<file path="src/rtl/sdram_macros.svh">
/* SDRAM controller constants
   Timing in clock cycles, device geometry and the mode register word */
`ifndef SDRAM_MACROS_SVH
`define SDRAM_MACROS_SVH

// Power-up wait before precharge-all, simulation value
`define SDRAM_INIT_WAIT 100

// Cycles between auto-refreshes, simulation value
`define SDRAM_REFRESH_INTERVAL 400

// Precharge to activate
`define SDRAM_T_RP 3
// Refresh to refresh, activate to activate
`define SDRAM_T_RC 10
// Mode register program time
`define SDRAM_T_MRD 3
// Activate to read or write
`define SDRAM_T_RCD 3
// Read command to data on the bus
`define SDRAM_CAS_LATENCY 2
// Write recovery before auto-precharge starts
`define SDRAM_T_WR 2

// Device geometry
`define SDRAM_COL_W 9
`define SDRAM_ROW_W 12
`define SDRAM_BANK_W 2
`define SDRAM_DATA_W 32

// Host address carries {bank, row, column}
`define SDRAM_HOST_ADDR_W (`SDRAM_BANK_W + `SDRAM_ROW_W + `SDRAM_COL_W)

// One mask pin per byte lane
`define SDRAM_DQM_W (`SDRAM_DATA_W / 8)

// Mode word
// M9 single-location write, M6:M4 CAS latency, M3 sequential, M2:M0 burst of one
`define SDRAM_MODE_REG {2'b00, 1'b1, 2'b00, 3'(`SDRAM_CAS_LATENCY), 1'b0, 3'b000}

// Whole power-up sequence runs in one state, so it sets the counter size
`define SDRAM_INIT_SUM (`SDRAM_INIT_WAIT + `SDRAM_T_RP + 2 * `SDRAM_T_RC)
`define SDRAM_WAIT_W $clog2(`SDRAM_INIT_SUM + 1)

// Refresh timer saturates at the interval
`define SDRAM_REF_W $clog2(`SDRAM_REFRESH_INTERVAL + 1)

`endif

</file>
<file path="src/rtl/sdram_pkg.sv">
/* SDRAM controller types
   Vector widths, command and sequencer encodings, request and control bundles */
`include "sdram_macros.svh"

package sdram_pkg;

  // Host side address and data
  typedef logic [`SDRAM_HOST_ADDR_W-1:0] host_addr_t;
  typedef logic [`SDRAM_DATA_W-1:0]      sdram_word_t;

  // Device address parts, row width also sizes the address pins
  typedef logic [`SDRAM_COL_W-1:0]  sdram_col_t;
  typedef logic [`SDRAM_ROW_W-1:0]  sdram_row_t;
  typedef logic [`SDRAM_BANK_W-1:0] sdram_bank_t;

  // Sequencer wait counter
  typedef logic [`SDRAM_WAIT_W-1:0] wait_cnt_t;

  // Pin encoding {cs_n, ras_n, cas_n, we_n}
  typedef enum logic [3:0] {
    CMD_DESELECT  = 4'b1111,
    CMD_NOP       = 4'b0111,
    CMD_READ      = 4'b0101,
    CMD_WRITE     = 4'b0100,
    CMD_ACTIVE    = 4'b0011,
    CMD_PRECHARGE = 4'b0010,
    CMD_REFRESH   = 4'b0001,
    CMD_LOAD_MODE = 4'b0000
  } sdram_cmd_e;

  // Sequencer states
  typedef enum logic [2:0] {
    INIT,
    MODE,
    IDLE,
    REFRESH,
    ACTIVATE,
    READ_A,
    WRITE_A
  } seq_state_e;

  // Registered host request
  typedef struct packed {
    sdram_bank_t bank;
    sdram_row_t  row;
    sdram_col_t  col;
    logic        we;
    logic        rd;
    sdram_word_t wr_data;
  } host_req_t;

  // Control pins as seen by the device
  typedef struct packed {
    sdram_cmd_e  cmd;
    sdram_bank_t bank;
    sdram_row_t  addr;
    logic        cke;
  } sdram_ctrl_t;

endpackage

</file>
<file path="src/rtl/sdram_host_port.sv">
/* SDRAM host port
   Splits the host address and holds the request taken on accept */
`timescale 1ns/100ps

module sdram_host_port
  import sdram_pkg::*;
(
  input  logic        fpga_clk,
  input  logic        fpga_reset,
  input  logic        accept,
  input  host_addr_t  fpga_addr,
  input  logic        fpga_wr_en,
  input  logic        fpga_rd_en,
  input  sdram_word_t fpga_wr_data,
  output host_req_t   req_q
);

  host_req_t req_d;

  // Host address layout is {bank, row, column}
  always_comb begin
    {req_d.bank, req_d.row, req_d.col} = fpga_addr;
    req_d.we      = fpga_wr_en;
    req_d.rd      = fpga_rd_en;
    req_d.wr_data = fpga_wr_data;
  end

  // Request held here so the host may move on after ack
  // Reloads every accept cycle, so the copy taken with the ACTIVE decision stays
  always_ff @(posedge fpga_clk or posedge fpga_reset) begin
    if (fpga_reset) begin
      req_q <= '0;
    end else if (accept) begin
      req_q <= req_d;
    end
  end

  // Sequencer picks write first, so a host asking for both is a host error
  assert property (@(posedge fpga_clk) disable iff (fpga_reset)
    accept |-> !(fpga_wr_en && fpga_rd_en))
    else $error("host requested write and read together");

endmodule

</file>
<file path="config.mk">
export PLATFORM = sky130hd
export DESIGN_NAME = sdram_host_port
export DESIGN_NICKNAME = d
export VERILOG_FILES = /design/src/rtl/sdram_pkg.sv /design/src/rtl/sdram_host_port.sv
export VERILOG_INCLUDE_DIRS = /design/src /design/src/rtl
export SDC_FILE = /design/constraint.sdc
export NUM_CORES = 1
export LEC_CHECK = 0
export ABC_AREA = 1
export BUFFER_PORTS_ARGS = -buffer_cell sky130_fd_sc_hd__clkbuf_2
export CORE_ASPECT_RATIO = 0.8
export CORE_MARGIN = 5
export CORE_UTILIZATION = 40
export CTS_CLUSTER_SIZE = 25
export DETAILED_ROUTE_END_ITERATION = 6
export PLACE_DENSITY = 0.73
export SLEW_MARGIN = 25
export SYNTH_ARGS = -nofsm -noshare
export SYNTH_HDL_FRONTEND = slang
export SYNTH_SLANG_ARGS = --single-unit
</file>
<file path="constraint.sdc">
create_clock -name fpga_clk -period 4.35 [get_ports fpga_clk]
set_clock_uncertainty 0.15 [all_clocks]
set_input_delay 0.2175 -clock fpga_clk [delete_from_list [all_inputs] [get_ports fpga_clk]]
set_output_delay 0.2175 -clock fpga_clk [all_outputs]
set_load 0.01 [all_outputs]
</file>
==> results of run 1 <==
## logic make-up (layout without fill, tap and decap cells)
group,Yosys count,count (layout),share of synthesized area [%]
simple gates,171,171,29.9
flops,57,57,66.4
buf+inv,14,193,3.73
## critical path: stages
cell      delay (ps)
clkbuf_2          80
buf_4            460
inv_2            530
nand2_1          180
nand2_1           80
## area by class of cell
type | count | area [µm²]
fillers | 424 | 1580
well taps | 62 | 77.6
inverters | 2 | 7.51
flip-flops and latches | 57 | 1430
clock inverters | 3 | 15.0
repair buffers | 176 | 1180
clock buffers | 12 | 165
multi-input cells | 171 | 642
## placed cells by master (no fill, tap or decap), drive strengths merged
cell type,instances
inv,2
clkinv,3
buf,2
nand2,171
dlygate4sd3,58
dfrtp,57
clkbuf,128
## stage by stage
stage               hold slack, ps  utilization [%]
floorplan                      180                -
global placement               270             54.0
detailed placement             273             54.0
CTS                            307             68.9
global route                   332             68.9
finish                         312             68.9
## Yosys cell counts
| library cell | number |
|---|---|
| buf_4 | 5 |
| inv_2 | 1 |
| dfrtp_1 | 57 |
| inv_1 | 1 |
| buf_2 | 7 |
| nand2_1 | 171 |
## report_power, final
group / internal (W) / switching [W] / leakage, nW
registers: 0.000578 / 0.0000272 / 0.694
clock network: 0.000247 / 0.000189 / 0.0980
logic: 0.000105 / 0.000109 / 1.24
## final timing paths
path,end,slack [ps],depth (start not counted)
worst max-delay path,req_q[55],2820,5
worst min-delay path,req_q[54],310,4
worst max register to register,req_q[55],3530,2
worst min register to register,req_q[52],320,2
max in group asynchronous,req_q[25],3110,4
min in group asynchronous,req_q[33],470,4
## layer usage
layer | share of wire [%] | vias to the layer above
met5 | 0 | -
met2 | 48 | 89
met3 | 8.1 | 11
met4 | 1.5 | 0
met1 | 43 | 905
li1 | - | 1074
==> impl_metrics.env, run 1 <==
export IMPL_clkTransAtPathRegs_ps=60
export IMPL_power_w=0.00126
export IMPL_dieHeight_um=75.6
export IMPL_setup_violations=0
export IMPL_initial_core_util_pct=42.2
export IMPL_final_hold_viol_count=0
export IMPL_ys_ff_latch=57
export IMPL_regMostFlops="req_q"
export IMPL_end_kind="register"
export IMPL_clk_path_buf_depth=2
export IMPL_area_delta_synth_final_pct=63.4
export IMPL_worst_slack_ps=2820
export IMPL_die_area_um2=6950
export IMPL_placedInstanceArea_um2=2750
export IMPL_setup_tns_ps=0
export IMPL_drtIter0Drc=74
export IMPL_drc=0
export IMPL_drive_gt1_share_pct=32.1
export IMPL_period_share_pct=35.2
export IMPL_crit_type="input pin to register"
export IMPL_synth_cell_types=6
export IMPL_htree_levels=3
export IMPL_die_w_um=91.9
export IMPL_met2_usage_pct=30.3
export IMPL_post_place_ws_ps=2500
export IMPL_worstHoldStart="accept"
export IMPL_cts_made_buffers=9
export IMPL_p_per_area_nw_per_um2=358
export IMPL_critPathRequiredTime_ps=4400
export IMPL_syn_nets=302
export IMPL_yosys_top_cells_area="dfrtp_1 66%, nand2_1 30%, buf_4 1.7%, buf_2 1.6%, inv_1 0.17%"
export IMPL_drv_slew=0
export IMPL_dp_cells=410
export IMPL_netlist_area_um2=2150
export IMPL_cts_setup_buffers=0
export IMPL_ctsHoldBuffers=58
export IMPL_critPathLaunchType="input pin"
export IMPL_grt_overflow_total=0
export IMPL_largest_reg_flops=57
export IMPL_fmax_mhz=653
export IMPL_wl_per_cell_um=12.3
export IMPL_synth_warnings=0
export IMPL_first_global_vias=2070
export IMPL_ios=117
export IMPL_core_area_um2=5090
export IMPL_crit_fanout=58
export IMPL_nets=477
export IMPL_status="finished, final reports clean"
export IMPL_tightest_slew_ps=921
export IMPL_antenna_found_initial=0
export IMPL_clock_latency_ps=320
export IMPL_netlist_instances=242
export IMPL_ir_drop_mv=0.174
export IMPL_antenna_cells=0
export IMPL_numPortBuffers=116
export IMPL_gr_max_usage_layer="met2"
export IMPL_avgSynthCellArea_um2=8.88
export IMPL_routed_wl_mm=5.95
export IMPL_fin_crit_ps=1530
export IMPL_crit_arrival_ps=1580
export IMPL_use_met3_pct=8.19
export IMPL_rsz0062_at_grt="no"
export IMPL_hold_class="input pin to register"
export IMPL_final_cells=483
export IMPL_track_usage_pct=18.4
export IMPL_max_slew_margin_pct=38.5
export IMPL_rows=23
export IMPL_grt_max_degree=59
export IMPL_yosys_area_top_type_share_pct=66.4
export IMPL_cts_tree="yes"
export IMPL_drtAntennaViolNets=0
export IMPL_stdcell_area_um2=3510
export IMPL_num_vias=2079
export IMPL_synth_top_cell_by_area="dfrtp_1"
export IMPL_hpwlAfterDp_mm=3.52
export IMPL_root_buffer="clkbuf_8"
export IMPL_rr_startpoint="req_q[55]"
export IMPL_cts_sinks=57
export IMPL_vias_per_cell=4.30
export IMPL_top_regs="req_q x57"
export IMPL_drv_cap=0
export IMPL_post_cts_resized=0
export IMPL_grtUsageMet1_pct=22.0
export IMPL_leakage_nw=2.04
export IMPL_grt_pass1_wl_mm=9.72
export IMPL_startpoint="accept"
export IMPL_ys_seq_area_share_pct=66.4
export IMPL_dr_pass1_iters=4
export IMPL_place_congestion=0.742
Note: power is estimated with default switching activity, not from simulation.
==> run 2: changes to the inputs <==
--- a/config.mk
+++ b/config.mk
@@ -13,7 +13,7 @@
 export CORE_UTILIZATION = 40
 export CTS_CLUSTER_SIZE = 25
 export DETAILED_ROUTE_END_ITERATION = 6
-export PLACE_DENSITY = 0.73
+export PLACE_DENSITY = 0.76
 export SLEW_MARGIN = 25
 export SYNTH_ARGS = -nofsm -noshare
 export SYNTH_HDL_FRONTEND = slang
==> constraint.sdc (replaced) <==
create_clock -name fpga_clk -period 1.3 [get_ports fpga_clk]
set_clock_uncertainty 0.15 [all_clocks]
set_input_delay 0.065 -clock fpga_clk [delete_from_list [all_inputs] [get_ports fpga_clk]]
set_output_delay 0.065 -clock fpga_clk [all_outputs]
set_load 0.01 [all_outputs]
==> run 2 against run 1 <==
Effect of this change:
- via count increased by 2.4%
- sequential power increased to 3.4 times the previous value
- routed wire length increased by 6.2%
- clock power increased to 3.3 times the previous value
- power increased to 3.4 times the previous value
- first-iteration DRC count increased by 1.4%
- utilization increased by 0.76 points
==> impl_metrics.env, run 2 (synthesized netlist as in run 1, its figures left out) <==
export IMPL_status="finished, final reports clean"
export IMPL_grt_pass1_wl_mm=10.1
export IMPL_critPathTopFamily="flip-flops"
export IMPL_rsz0062_at_grt="no"
export IMPL_regMostFlops="req_q"
export IMPL_hpwlAfterDp_mm=3.76
export IMPL_end_kind="output pin"
export IMPL_critPathRequiredTime_ps=1090
export IMPL_cts_setup_buffers=0
export IMPL_worstHoldStart="accept"
export IMPL_rr_startpoint="req_q[11]"
export IMPL_die_w_um=91.9
export IMPL_drtAntennaViolNets=0
export IMPL_top_regs="req_q x57"
export IMPL_setup_violations=0
export IMPL_hold_class="input pin to register"
export IMPL_multi_input_area_um2=642
export IMPL_num_vias=2128
export IMPL_fmax_mhz=932
export IMPL_cts_tree="yes"
export IMPL_grt_max_degree=58
export IMPL_ir_drop_mv=0.752
export IMPL_ios=117
export IMPL_largest_reg_flops=57
export IMPL_antenna_cells=0
export IMPL_register_area_um2=1430
export IMPL_drive_gt1_share_pct=32.5
export IMPL_num_fill_cells=404
export IMPL_track_usage_pct=19.3
export IMPL_htree_levels=3
export IMPL_routed_wl_mm=6.32
export IMPL_crit_arrival_ps=860
export IMPL_ctsHoldBuffers=58
export IMPL_post_cts_resized=0
export IMPL_leakage_nw=2.05
export IMPL_max_slew_margin_pct=80.1
export IMPL_cts_made_buffers=9
export IMPL_clk_path_buf_depth=2
export IMPL_period_share_pct=82.6
export IMPL_vias_per_cell=4.38
export IMPL_area_delta_synth_final_pct=65.2
export IMPL_first_global_vias=2187
export IMPL_dieHeight_um=75.6
export IMPL_core_area_um2=5090
export IMPL_drv_cap=0
export IMPL_fin_crit_ps=1070
export IMPL_grt_overflow_total=0
export IMPL_nets=480
export IMPL_antenna_found_initial=0
export IMPL_startpoint="req_q[41]"
export IMPL_numPortBuffers=116
export IMPL_wl_per_cell_um=13.0
export IMPL_crit_fanout=2
export IMPL_initial_core_util_pct=42.2
export IMPL_path_cells="clkbuf_2"
export IMPL_clock_latency_ps=320
export IMPL_layout_commonest_cell="nand2_1"
export IMPL_drc=0
export IMPL_critPathLaunchType="register"
export IMPL_cts_sinks=57
export IMPL_slowest_delay_ps=390
export IMPL_drv_slew=0
export IMPL_worst_hold_slack_ps=91.0
export IMPL_critPathBufInv=1
export IMPL_final_cells=486
export IMPL_p_per_area_nw_per_um2=1190
export IMPL_critical_path_slowest_cell="dfrtp_1"
export IMPL_post_place_ws_ps=390
export IMPL_drtIter0Drc=75
export IMPL_clkTransAtPathRegs_ps=60
export IMPL_crit_type="register to output pin"
export IMPL_final_hold_viol_count=0
export IMPL_tightest_slew_ps=298
export IMPL_dp_cells=413
export IMPL_setup_tns_ps=0
export IMPL_rows=23
export IMPL_root_buffer="clkbuf_8"
export IMPL_worst_slack_ps=227
export IMPL_place_congestion=0.697
export IMPL_r2r_slack_ps=520
export IMPL_dr_pass1_iters=4
export IMPL_die_area_um2=6950
export IMPL_layout_common_cells="171 x nand2_1, 116 x clkbuf_2, 58 x dlygate4sd3_1"
## run 2: cell count changes in the layout (fill, tap and decap cells not counted), sizes merged
cell and change:
buf +3, clkinvlp +1, inv -1
## run 2: per-stage QoR
| stage | area [µm²] | power, W | util [%] |
|---|---|---|---|
| 2_1_floorplan | 2150 | 0.00233 | - |
| 3_3_place_gp | 2790 | 0.00263 | 54.7 |
| 3_5_place_dp | 2790 | 0.00265 | 54.7 |
| 4_1_cts | 3550 | 0.00427 | 69.7 |
| 5_1_grt | 3550 | 0.00445 | 69.7 |
| 6_report | 3550 | 0.00422 | 69.7 |
## run 2: worst paths after layout
kind	end	cells past startpoint
min reg2reg	req_q[51]	2
max	req_q[41]	1
min in group asynchronous	req_q[24]	4
max reg2reg	req_q[11]	2
max in group asynchronous	req_q[52]	4
min	req_q[3]	4
## run 2: layout make-up
cell class	count	area share, %
sequential	57	40.2
timing repair buffer	179	34.1
multi-input combinational	171	18.1
clock buffer	12	4.65
tap	62	2.19
clock inverter	3	0.423
inverter	2	0.317
## run 2: layer usage
layer,track usage [%],part of all wire [%],vias to the layer above
li1,-,-,1076
met1,21.5,40,961
met2,33.7,51,83
met3,9.38,8.0,8
met4,5.93,1.1,0
met5,0,0,-
## run 2: power breakdown
part / internal, W / switching [W]
Clock: 0.000826 / 0.000629
Combinational: 0.000362 / 0.000375
Sequential: 0.00193 / 0.0000921
