`config.mk`:
```
export PLATFORM = sky130hd
export DESIGN_NAME = sdram_cmd_fsm
export DESIGN_NICKNAME = d
export VERILOG_FILES = /design/src/rtl/sdram_pkg.sv /design/src/rtl/sdram_cmd_fsm.sv
export VERILOG_INCLUDE_DIRS = /design/src /design/src/rtl
export SDC_FILE = /design/constraint.sdc
export NUM_CORES = 1
export LEC_CHECK = 0
export BUFFER_PORTS_ARGS = -buffer_cell sky130_fd_sc_hd__buf_4
export CORE_ASPECT_RATIO = 1.5
export CORE_UTILIZATION = 48
export DETAILED_ROUTE_END_ITERATION = 10
export HOLD_SLACK_MARGIN = 0.02
export PLACE_DENSITY = 0.81
export SLEW_MARGIN = 20
export SYNTH_ARGS = -nofsm -noshare
export SYNTH_HDL_FRONTEND = slang
export SYNTH_SLANG_ARGS = --single-unit
export TNS_END_PERCENT = 100
```
`constraint.sdc`:
```
create_clock -name fpga_clk -period 2.8 [get_ports fpga_clk]
set_input_delay 0 -clock fpga_clk [delete_from_list [all_inputs] [get_ports fpga_clk]]
set_output_delay 0 -clock fpga_clk [all_outputs]
set_load 0.1 [all_outputs]
```
`src/rtl/sdram_macros.svh`:
```
/* SDRAM controller constants
   Timing in clock cycles, device geometry and the mode register word */
`ifndef SDRAM_MACROS_SVH
`define SDRAM_MACROS_SVH

// Power-up wait before precharge-all, simulation value
`define SDRAM_INIT_WAIT 100

// Cycles between auto-refreshes, simulation value
`define SDRAM_REFRESH_INTERVAL 400

// Precharge to activate
`define SDRAM_T_RP 3
// Refresh to refresh, activate to activate
`define SDRAM_T_RC 10
// Mode register program time
`define SDRAM_T_MRD 3
// Activate to read or write
`define SDRAM_T_RCD 3
// Read command to data on the bus
`define SDRAM_CAS_LATENCY 2
// Write recovery before auto-precharge starts
`define SDRAM_T_WR 2

// Device geometry
`define SDRAM_COL_W 9
`define SDRAM_ROW_W 12
`define SDRAM_BANK_W 2
`define SDRAM_DATA_W 32

// Host address carries {bank, row, column}
`define SDRAM_HOST_ADDR_W (`SDRAM_BANK_W + `SDRAM_ROW_W + `SDRAM_COL_W)

// One mask pin per byte lane
`define SDRAM_DQM_W (`SDRAM_DATA_W / 8)

// Mode word
// M9 single-location write, M6:M4 CAS latency, M3 sequential, M2:M0 burst of one
`define SDRAM_MODE_REG {2'b00, 1'b1, 2'b00, 3'(`SDRAM_CAS_LATENCY), 1'b0, 3'b000}

// Whole power-up sequence runs in one state, so it sets the counter size
`define SDRAM_INIT_SUM (`SDRAM_INIT_WAIT + `SDRAM_T_RP + 2 * `SDRAM_T_RC)
`define SDRAM_WAIT_W $clog2(`SDRAM_INIT_SUM + 1)

// Refresh timer saturates at the interval
`define SDRAM_REF_W $clog2(`SDRAM_REFRESH_INTERVAL + 1)

`endif

```
`src/rtl/sdram_pkg.sv`:
```
/* SDRAM controller types
   Vector widths, command and sequencer encodings, request and control bundles */
`include "sdram_macros.svh"

package sdram_pkg;

  // Host side address and data
  typedef logic [`SDRAM_HOST_ADDR_W-1:0] host_addr_t;
  typedef logic [`SDRAM_DATA_W-1:0]      sdram_word_t;

  // Device address parts, row width also sizes the address pins
  typedef logic [`SDRAM_COL_W-1:0]  sdram_col_t;
  typedef logic [`SDRAM_ROW_W-1:0]  sdram_row_t;
  typedef logic [`SDRAM_BANK_W-1:0] sdram_bank_t;

  // Sequencer wait counter
  typedef logic [`SDRAM_WAIT_W-1:0] wait_cnt_t;

  // Pin encoding {cs_n, ras_n, cas_n, we_n}
  typedef enum logic [3:0] {
    CMD_DESELECT  = 4'b1111,
    CMD_NOP       = 4'b0111,
    CMD_READ      = 4'b0101,
    CMD_WRITE     = 4'b0100,
    CMD_ACTIVE    = 4'b0011,
    CMD_PRECHARGE = 4'b0010,
    CMD_REFRESH   = 4'b0001,
    CMD_LOAD_MODE = 4'b0000
  } sdram_cmd_e;

  // Sequencer states
  typedef enum logic [2:0] {
    INIT,
    MODE,
    IDLE,
    REFRESH,
    ACTIVATE,
    READ_A,
    WRITE_A
  } seq_state_e;

  // Registered host request
  typedef struct packed {
    sdram_bank_t bank;
    sdram_row_t  row;
    sdram_col_t  col;
    logic        we;
    logic        rd;
    sdram_word_t wr_data;
  } host_req_t;

  // Control pins as seen by the device
  typedef struct packed {
    sdram_cmd_e  cmd;
    sdram_bank_t bank;
    sdram_row_t  addr;
    logic        cke;
  } sdram_ctrl_t;

endpackage

```
`src/rtl/sdram_cmd_fsm.sv`:
```
/* SDRAM command sequencer
   Power-up, access and refresh sequencing with wait counter and refresh timer */
`timescale 1ns/100ps
`include "sdram_macros.svh"

module sdram_cmd_fsm
  import sdram_pkg::*;
(
  input  logic        fpga_clk,
  input  logic        fpga_reset,
  input  logic        fpga_req,
  input  host_req_t   req_q,
  output logic        accept,
  output logic        fpga_ack,
  output seq_state_e  state,
  output sdram_ctrl_t ctrl
);

  // Decision points one cycle before the command shows on the pins
  localparam wait_cnt_t PRE_AT  = wait_cnt_t'(`SDRAM_INIT_WAIT - 1);
  localparam wait_cnt_t REF1_AT = wait_cnt_t'(`SDRAM_INIT_WAIT + `SDRAM_T_RP - 1);
  localparam wait_cnt_t REF2_AT = wait_cnt_t'(`SDRAM_INIT_WAIT + `SDRAM_T_RP + `SDRAM_T_RC - 1);
  localparam wait_cnt_t MODE_AT = wait_cnt_t'(`SDRAM_INIT_SUM - 1);

  // Last cycle of each timed state
  localparam wait_cnt_t MRD_END   = wait_cnt_t'(`SDRAM_T_MRD - 1);
  localparam wait_cnt_t RCD_END   = wait_cnt_t'(`SDRAM_T_RCD - 1);
  localparam wait_cnt_t READ_END  = wait_cnt_t'(`SDRAM_CAS_LATENCY);
  localparam wait_cnt_t WRITE_END = wait_cnt_t'(`SDRAM_T_WR + `SDRAM_T_RP);
  localparam wait_cnt_t RC_END    = wait_cnt_t'(`SDRAM_T_RC - 1);

  typedef logic [`SDRAM_REF_W-1:0] ref_cnt_t;
  localparam ref_cnt_t REF_LIMIT = ref_cnt_t'(`SDRAM_REFRESH_INTERVAL);

  // A10 selects all banks on precharge and auto-precharge on read/write
  localparam sdram_row_t A10 = sdram_row_t'(1 << 10);

  seq_state_e state_d;
  sdram_cmd_e cmd_d;
  sdram_cmd_e cmd_q;
  logic       cke_q;
  wait_cnt_t  wait_cnt;
  ref_cnt_t   ref_timer;
  logic       refresh_due;
  logic       read_done;
  logic       write_done;
  logic       ref_done;

  assign read_done   = (state == READ_A) && (wait_cnt == READ_END);
  assign write_done  = (state == WRITE_A) && (wait_cnt == WRITE_END);
  assign ref_done    = (state == REFRESH) && (wait_cnt == RC_END);
  assign refresh_due = (ref_timer == REF_LIMIT);

  // New work taken in idle or in the last cycle of an access or refresh
  assign accept = (state == IDLE) || read_done || write_done || ref_done;

  // Next state and command
  always_comb begin
    state_d = state;
    cmd_d   = CMD_NOP;
    case (state)
      // Power-up runs on one count
      INIT: begin
        if (wait_cnt == PRE_AT) begin
          cmd_d = CMD_PRECHARGE;
        end else if ((wait_cnt == REF1_AT) || (wait_cnt == REF2_AT)) begin
          cmd_d = CMD_REFRESH;
        end else if (wait_cnt == MODE_AT) begin
          state_d = MODE;
          cmd_d   = CMD_LOAD_MODE;
        end
      end
      MODE: begin
        if (wait_cnt == MRD_END) state_d = IDLE;
      end
      // Row is open so the column access goes out
      // No direction set means back to idle
      ACTIVATE: begin
        if (wait_cnt == RCD_END) begin
          if (req_q.we) begin
            state_d = WRITE_A;
            cmd_d   = CMD_WRITE;
          end else if (req_q.rd) begin
            state_d = READ_A;
            cmd_d   = CMD_READ;
          end else begin
            state_d = IDLE;
          end
        end
      end
      // IDLE, REFRESH, READ_A and WRITE_A share the accept decision
      default: begin
        if (accept) begin
          if (refresh_due) begin
            state_d = REFRESH;
            cmd_d   = CMD_REFRESH;
          end else if (fpga_req) begin
            state_d = ACTIVATE;
            cmd_d   = CMD_ACTIVE;
          end else begin
            state_d = IDLE;
          end
        end
      end
    endcase
  end

  // State, command and ack move together
  always_ff @(posedge fpga_clk or posedge fpga_reset) begin
    if (fpga_reset) begin
      state    <= INIT;
      cmd_q    <= CMD_NOP;
      cke_q    <= 1'b0;
      fpga_ack <= 1'b0;
      wait_cnt <= '0;
    end else begin
      state    <= state_d;
      cmd_q    <= cmd_d;
      cke_q    <= 1'b1;
      fpga_ack <= (cmd_d == CMD_READ) || (cmd_d == CMD_WRITE);
      // Restart on every state change
      wait_cnt <= (state_d != state) ? '0 : wait_cnt + 1'b1;
    end
  end

  // Refresh timer clears as REFRESH starts and holds at the limit
  always_ff @(posedge fpga_clk or posedge fpga_reset) begin
    if (fpga_reset) begin
      ref_timer <= '0;
    end else if ((state_d == REFRESH) && (state != REFRESH)) begin
      ref_timer <= '0;
    end else if (!refresh_due) begin
      ref_timer <= ref_timer + 1'b1;
    end
  end

  // Address and bank follow the current state
  always_comb begin
    ctrl.cmd  = cmd_q;
    ctrl.cke  = cke_q;
    ctrl.bank = '0;
    ctrl.addr = '0;
    case (state)
      INIT:     ctrl.addr = A10;
      MODE:     ctrl.addr = `SDRAM_MODE_REG;
      ACTIVATE: begin
        ctrl.bank = req_q.bank;
        ctrl.addr = req_q.row;
      end
      READ_A, WRITE_A: begin
        ctrl.bank = req_q.bank;
        ctrl.addr = A10 | sdram_row_t'(req_q.col);
      end
      default: ;
    endcase
  end

  // Ack lasts one cycle
  assert property (@(posedge fpga_clk) disable iff (fpga_reset)
    fpga_ack |=> !fpga_ack)
    else $error("fpga_ack is not a single pulse");

  // Refresh only reached from normal operation, never from power-up
  assert property (@(posedge fpga_clk) disable iff (fpga_reset)
    (state != REFRESH) ##1 (state == REFRESH) |-> $past(state) inside {IDLE, READ_A, WRITE_A})
    else $error("REFRESH entered before init completed");

endmodule

```
==> impl_metrics.toml, run 1 <==
[synthesis]
ys_ff_latch = 24
syn_inst = 225
synthFlopType = "dfrtp_1"
synth.distinct_cells = 59
synth_edf_count = 0
postSynthNetCount = 291
postSynth.asyncResetShare = 1.000
synth_warnings = 0
ys_seq_area_frac = 0.3096
yosysTopAreaCellShare = 0.2692
synth_commonest_cells = "31 x nor2_1, 21 x dfrtp_1, 20 x nand2_1, 17 x a21oi_1, 12 x nor2b_1"
synth_area_um2 = 1952
synth_most_common_cell = "nor2_1"
synth_largest_area_cell = "dfrtp_1"
synth.avg_cell_area_um2 = 8.675
yosys-top-cells-area = "dfrtp_1 27%, nor2_1 6.0%, mux2i_1 5.6%"

[clock_tree]
cts_tree = "built"
clockBufferDepth = 2
clkLatencyLatePin_ns = 0.26
clkSinkCount = 24
cts_resized = 0
cts.clk_slew.worst_paths_ns = 0.08
numCtsBuffers = 3
cts_root_buffer = "clkbuf_8"
htreeDepth = 1

[placed_design]
gp_congestion = 0.8475
dp.cells = 314
dp_hpwl_um = 3603
portBuffers = 50
place_area_um2 = 2377

[routing]
post-route-drc-count = 0
ant_nets = 0
drt_iter0_markers = 57
dr.pass1.iters = 6
drt-total-wl_um = 4597
vias = 1828
routedWlPerCell_um = 14.41
viasPerCell = 5.730

[power_and_ir_drop]
p_leak_uw = 0.001135
p_int_uw = 1202
vdd_drop_max_v = 0.001035
switchingPower_uw = 1661
p_per_area_nw_per_um2 = 1177
swShare = 0.5801
clkPwrFrac = 0.071
combPwrFrac = 0.708
seq_power_share = 0.221

[sta]
final.setup_skew_ns = 0.008284
fin_crit_ns = 2.477
hold_viol = 0
slew_viol_final = 0
slew_headroom = 0.4056
setup_violations = 0
rsz0062_at_grt = "false"
finalCritPeriodShare = 0.8847
fin_hold_ws_ns = 0.04759
fmax_ghz = 0.4037
worst_pin_slew_ns = 0.8906

[critical_path]
worstPathMaxFanout = 5
critical_path_class = "reg2out"
crit_path_start_kind = "flip-flop"
cpMaxStageDelayCell = "or4b_1"
cp-end-kind = "output port"
arrival_ns = 2.48
path_cells = "inv_1 > ha_1 > or4b_1 > nor3_2 > nand2_1 > o21ai_4 > buf_4"
required_ns = 2.80
cpPeakStageDelay_ns = 0.50

[global_route]
grt_first_pass_wirelength_um = 7486
grt_pass1_vias = 1765
grt_max_degree = 25
grt_usage = 0.2311
overflow = 0
antenna_found_initial = 0

[min_path]
hp-class = "in2reg"

[floorplan]
fp-row-count = 28
io_pins = 84
initial_core_util = 0.4974
die_h_um = 80.10
dieWidth_um = 54.07
coreArea_um2 = 3924
die-area_um2 = 4331

[run]
drv_cap = 0

[finish]
area_growth_pct = 24.62
finalInstanceArea_um2 = 2432
diodes = 0
drive_gt1_frac = 0.3248
nets = 341
layout.cells.non_filler = 319

[run_status]
status = "complete, no violations"
==> cells in the final DEF, fill, tap and decap left out, drive strengths merged, types with 2 or more instances in the layout <==
master / n
nor2b: 12
mux2i: 11
nor2: 31
ha: 6
dfstp: 3
nand3: 10
o31ai: 3
xnor2: 7
a31oi: 2
and3: 5
clkbuf: 4
a22oi: 2
nor4b: 4
or4b: 2
nor3: 7
a21oi: 18
nor4: 2
nand4: 2
o311ai: 2
inv: 9
o21ai: 4
a21o: 2
nand2: 20
conb: 2
o2111ai: 2
and2: 2
buf: 57
nand2b: 2
xor2: 5
dfrtp: 21
==> power by group through the flow <==
stage	logic [µW]	clock network, µW	registers [µW]
floorplan	1580	0	713
global placement	2000	0	631
detailed placement	2030	0	634
CTS	2030	211	629
global route	2140	232	651
finish	2030	204	632
==> flip-flops by register name, indices dropped and copies added (netlist names) <==
signal	flops
fpga_ack	1
ref_timer	9
wait_cnt	7
state	3
cmd_q	3
cke_q	1
==> timing repair <==
action	in CTS	in global routing
endpoints found under the hold margin	21	0
hold buffers	1	0
buffers inserted	0	0
==> critical path: cells and delay by family, from the launching register on <==
family          cells  cell delay [ns]
flops               1             0.42
simple gates        3             0.98
compound gates      1             0.19
buf+inv             2             0.41
fa+ha+maj           1             0.22
==> final cells by class <==
| cell class | instances | area (µm²) |
|---|---|---|
| clock buffers | 4 | 45.04 |
| fillers | 351 | 1491 |
| inverters | 9 | 33.78 |
| multi-input cells | 179 | 1255 |
| flip-flops and latches | 24 | 604.3 |
| well taps | 45 | 56.30 |
| repair buffers | 58 | 437.9 |
==> metrics by stage <==
step | power (µW) | setup TNS [ns] | setup slack (ns) | utilization
detailed placement | 2662 | 0 | 0.3395 | 0.6059
global route | 3027 | 0 | 0.09083 | 0.6199
finish | 2863 | 0 | 0.3228 | 0.6199
global placement | 2632 | 0 | 0.3812 | 0.6059
floorplan | 2292 | -0.2719 | -0.2719 | -
CTS | 2872 | 0 | 0.3076 | 0.6199
==> final timing paths <==
kind | start | to | slack, ns | cells after the start
min in group asynchronous | fpga_reset | wait_cnt[4] | 0.48 | 3
hold reg to reg | wait_cnt[0] | wait_cnt[0] | 0.52 | 1
setup reg to reg | wait_cnt[0] | ref_timer[4] | 0.35 | 9
setup / recovery | wait_cnt[0] | accept | 0.32 | 7
max in group asynchronous | fpga_reset | state[1] | 1.77 | 3
hold / removal | fpga_req | cmd_q[2] | 0.05 | 3
==> per-layer routing <==
| metal | GRT usage | part of all wire | up-vias |
|---|---|---|---|
| li1 | - | - | 889 |
| met1 | 0.2530 | 0.40 | 861 |
| met2 | 0.4284 | 0.54 | 67 |
| met3 | 0.02652 | 0.040 | 11 |
| met4 | 0.08974 | 0.022 | 0 |
| met5 | 0 | 0 | - |
==> cell families after synthesis <==
| logic type | Yosys count | synth area share |
|---|---|---|
| buf+inv | 22 | 0.06858 |
| fa+ha+maj | 6 | 0.03846 |
| other cells | 2 | 0.003848 |
| xor+xnor | 12 | 0.05385 |
| mux | 12 | 0.06218 |
| compound gates | 44 | 0.1680 |
| flops | 24 | 0.3096 |
| simple gates | 103 | 0.2955 |
Power figures use the tool's default switching activity.
==> run 2, diff against run 1 <==
Settings changed: CORE_UTILIZATION 48 to 43, PLACE_DENSITY 0.81 to 0.76.
Clock period 2.8 ns to 2.2 ns, I/O delays scaled along.
==> impl_metrics.toml, run 2 (synthesized netlist as in run 1, its figures left out) <==
[routing]
ant_nets = 0
viasPerCell = 5.676
vias = 1981
routedWlPerCell_um = 14.97
drt-total-wl_um = 5223
dr.pass1.iters = 7
drt_iter0_markers = 49
post-route-drc-count = 2

[clock_tree]
clkSinkCount = 24
cts_root_buffer = "clkbuf_8"
clkLatencyLatePin_ns = 0.27
cts_tree = "built"
numCtsBuffers = 3
clockBufferDepth = 2
cts.clk_slew.worst_paths_ns = 0.08
htreeDepth = 1

[global_route]
grt_first_pass_wirelength_um = 8535
antenna_found_initial = 0
grt_max_degree = 25
grt_usage = 0.2212
overflow = 0
grt_pass1_vias = 1976

[power_and_ir_drop]
seq_power_share = 0.174
switchingPower_uw = 2299
p_int_uw = 1892
combPwrFrac = 0.754
swShare = 0.5485
vdd_drop_max_v = 0.001391
p_per_area_nw_per_um2 = 1495
p_leak_uw = 0.001320
clkPwrFrac = 0.072
p_total_uw = 4191

[floorplan]
die_h_um = 84.52
coreArea_um2 = 4282
fp-row-count = 29
initial_core_util = 0.4559
dieWidth_um = 57.01
die-area_um2 = 4818
io_pins = 84

[critical_path]
cpPeakStageDelay_ns = 0.56
cp-end-kind = "output port"
critical_path_class = "reg2out"
crit_path_start_kind = "flip-flop"
cp_num_buf_inv = 3
required_ns = 2.20
cpMaxStageDelayCell = "or4b_4"
path_cells = "buf_4 > or4b_4 > nor3_4 > buf_6 > nand2_2 > o21ai_4 > buf_12"
arrival_ns = 2.23
regToRegSetupSlack_ns = -0.02
cp_top_family = "simple AND/OR/NAND/NOR gates"
worstPathMaxFanout = 4

[sta]
finalWorstSetupSlack_ns = -0.02727
fin_crit_ns = 2.227
final.setup_skew_ns = 0.003600
hold_viol = 0
worst_pin_slew_ns = 0.8712
slew_headroom = 0.4186
setup_violations = 6
finalCritPeriodShare = 1.012
rsz0062_at_grt = "true"
fmax_ghz = 0.4490
slew_viol_final = 0

[placed_design]
place_area_um2 = 2664
dp_hpwl_um = 4050
portBuffers = 50
gp_congestion = 0.8733

[min_path]
hp-class = "in2reg"

[finish]
finalInstanceArea_um2 = 2803
diodes = 0
nets = 370
largestRegisters = "ref_timer (9), wait_cnt (7)"
largest-register = "ref_timer"
largest_reg_flops = 9
drive_gt1_frac = 0.4422
final_cell_mix = "83 x buf_4, 30 x nor2_1, 19 x nand2_1"
area_growth_pct = 43.59
layout_commonest_cell = "buf_4"

[run_status]
violations = "design-rule violations, negative setup slack"
status = "complete, but fails checks"

[run]
drv_cap = 0
[run 2: cell count changes in the layout (fill, tap and decap cells not counted), sizes merged]
cell	before	now
buf	57	85
dlygate4sd3	1	2
[run 2: area by class of cell]
| type | instances | area (µm²) |
|---|---|---|
| fill | 364 | 1479 |
| multi-input combinational | 179 | 1374 |
| timing repair buffer | 87 | 674.4 |
| sequential | 24 | 608.1 |
| tap | 46 | 57.56 |
| clock buffer | 4 | 55.05 |
| inverter | 9 | 33.78 |
[run 2: layer usage]
layer,part of all wire,track usage
met1,0.39,0.2517
met3,0.033,0.01387
met4,0.023,0.1064
met2,0.56,0.4086
met5,0,0
[run 2: through the flow]
step / TNS, ns / util / hold slack (ns) / worst slack [ns] / cells
2_1_floorplan: -0.5361 / - / 0.01219 / -0.2993 / 225
3_3_place_gp: -0.1189 / 0.6222 / 0.2370 / -0.02359 / 342
3_5_place_dp: -0.6088 / 0.6222 / 0.2548 / -0.1105 / 342
4_1_cts: 0 / 0.6458 / 0.05414 / 0.0006986 / 348
5_1_grt: -1.101 / 0.6546 / 0.06810 / -0.1115 / 349
6_report: -0.09598 / 0.6546 / 0.05167 / -0.02727 / 349
[run 2: power by group through the flow]
stage | combinational [µW] | sequential (µW) | clock [µW]
after floorplan | 2150 | 914 | 0
after global placement | 3020 | 730 | 0
after detailed placement | 3050 | 735 | 0
after CTS | 3100 | 726 | 301
after global routing | 3330 | 752 | 318
final | 3160 | 729 | 303
[run 2: worst paths after layout]
kind / start / cells after the start / endpoint
max in group asynchronous: fpga_reset / 3 / state[1]
setup / recovery: wait_cnt[4] / 7 / accept
min in group asynchronous: fpga_reset / 3 / wait_cnt[5]
hold / removal: req_q[33] / 3 / cmd_q[0]
setup reg to reg: wait_cnt[4] / 8 / state[2]
hold reg to reg: ref_timer[8] / 2 / ref_timer[8]
[run 2: worst min-delay path, stage by stage]
cell and delay (ns):
buf_4 0.10, a31o_2 0.17, nand2_1 0.05
[run 2: timing repair]
action,in CTS,in global routing
resized for setup,6,6
hold buffers,2,0
setup buffers,0,1
hold endpoints to repair,22,0
pin swaps,2,2
setup endpoints to repair,10,12
gates cloned,0,0
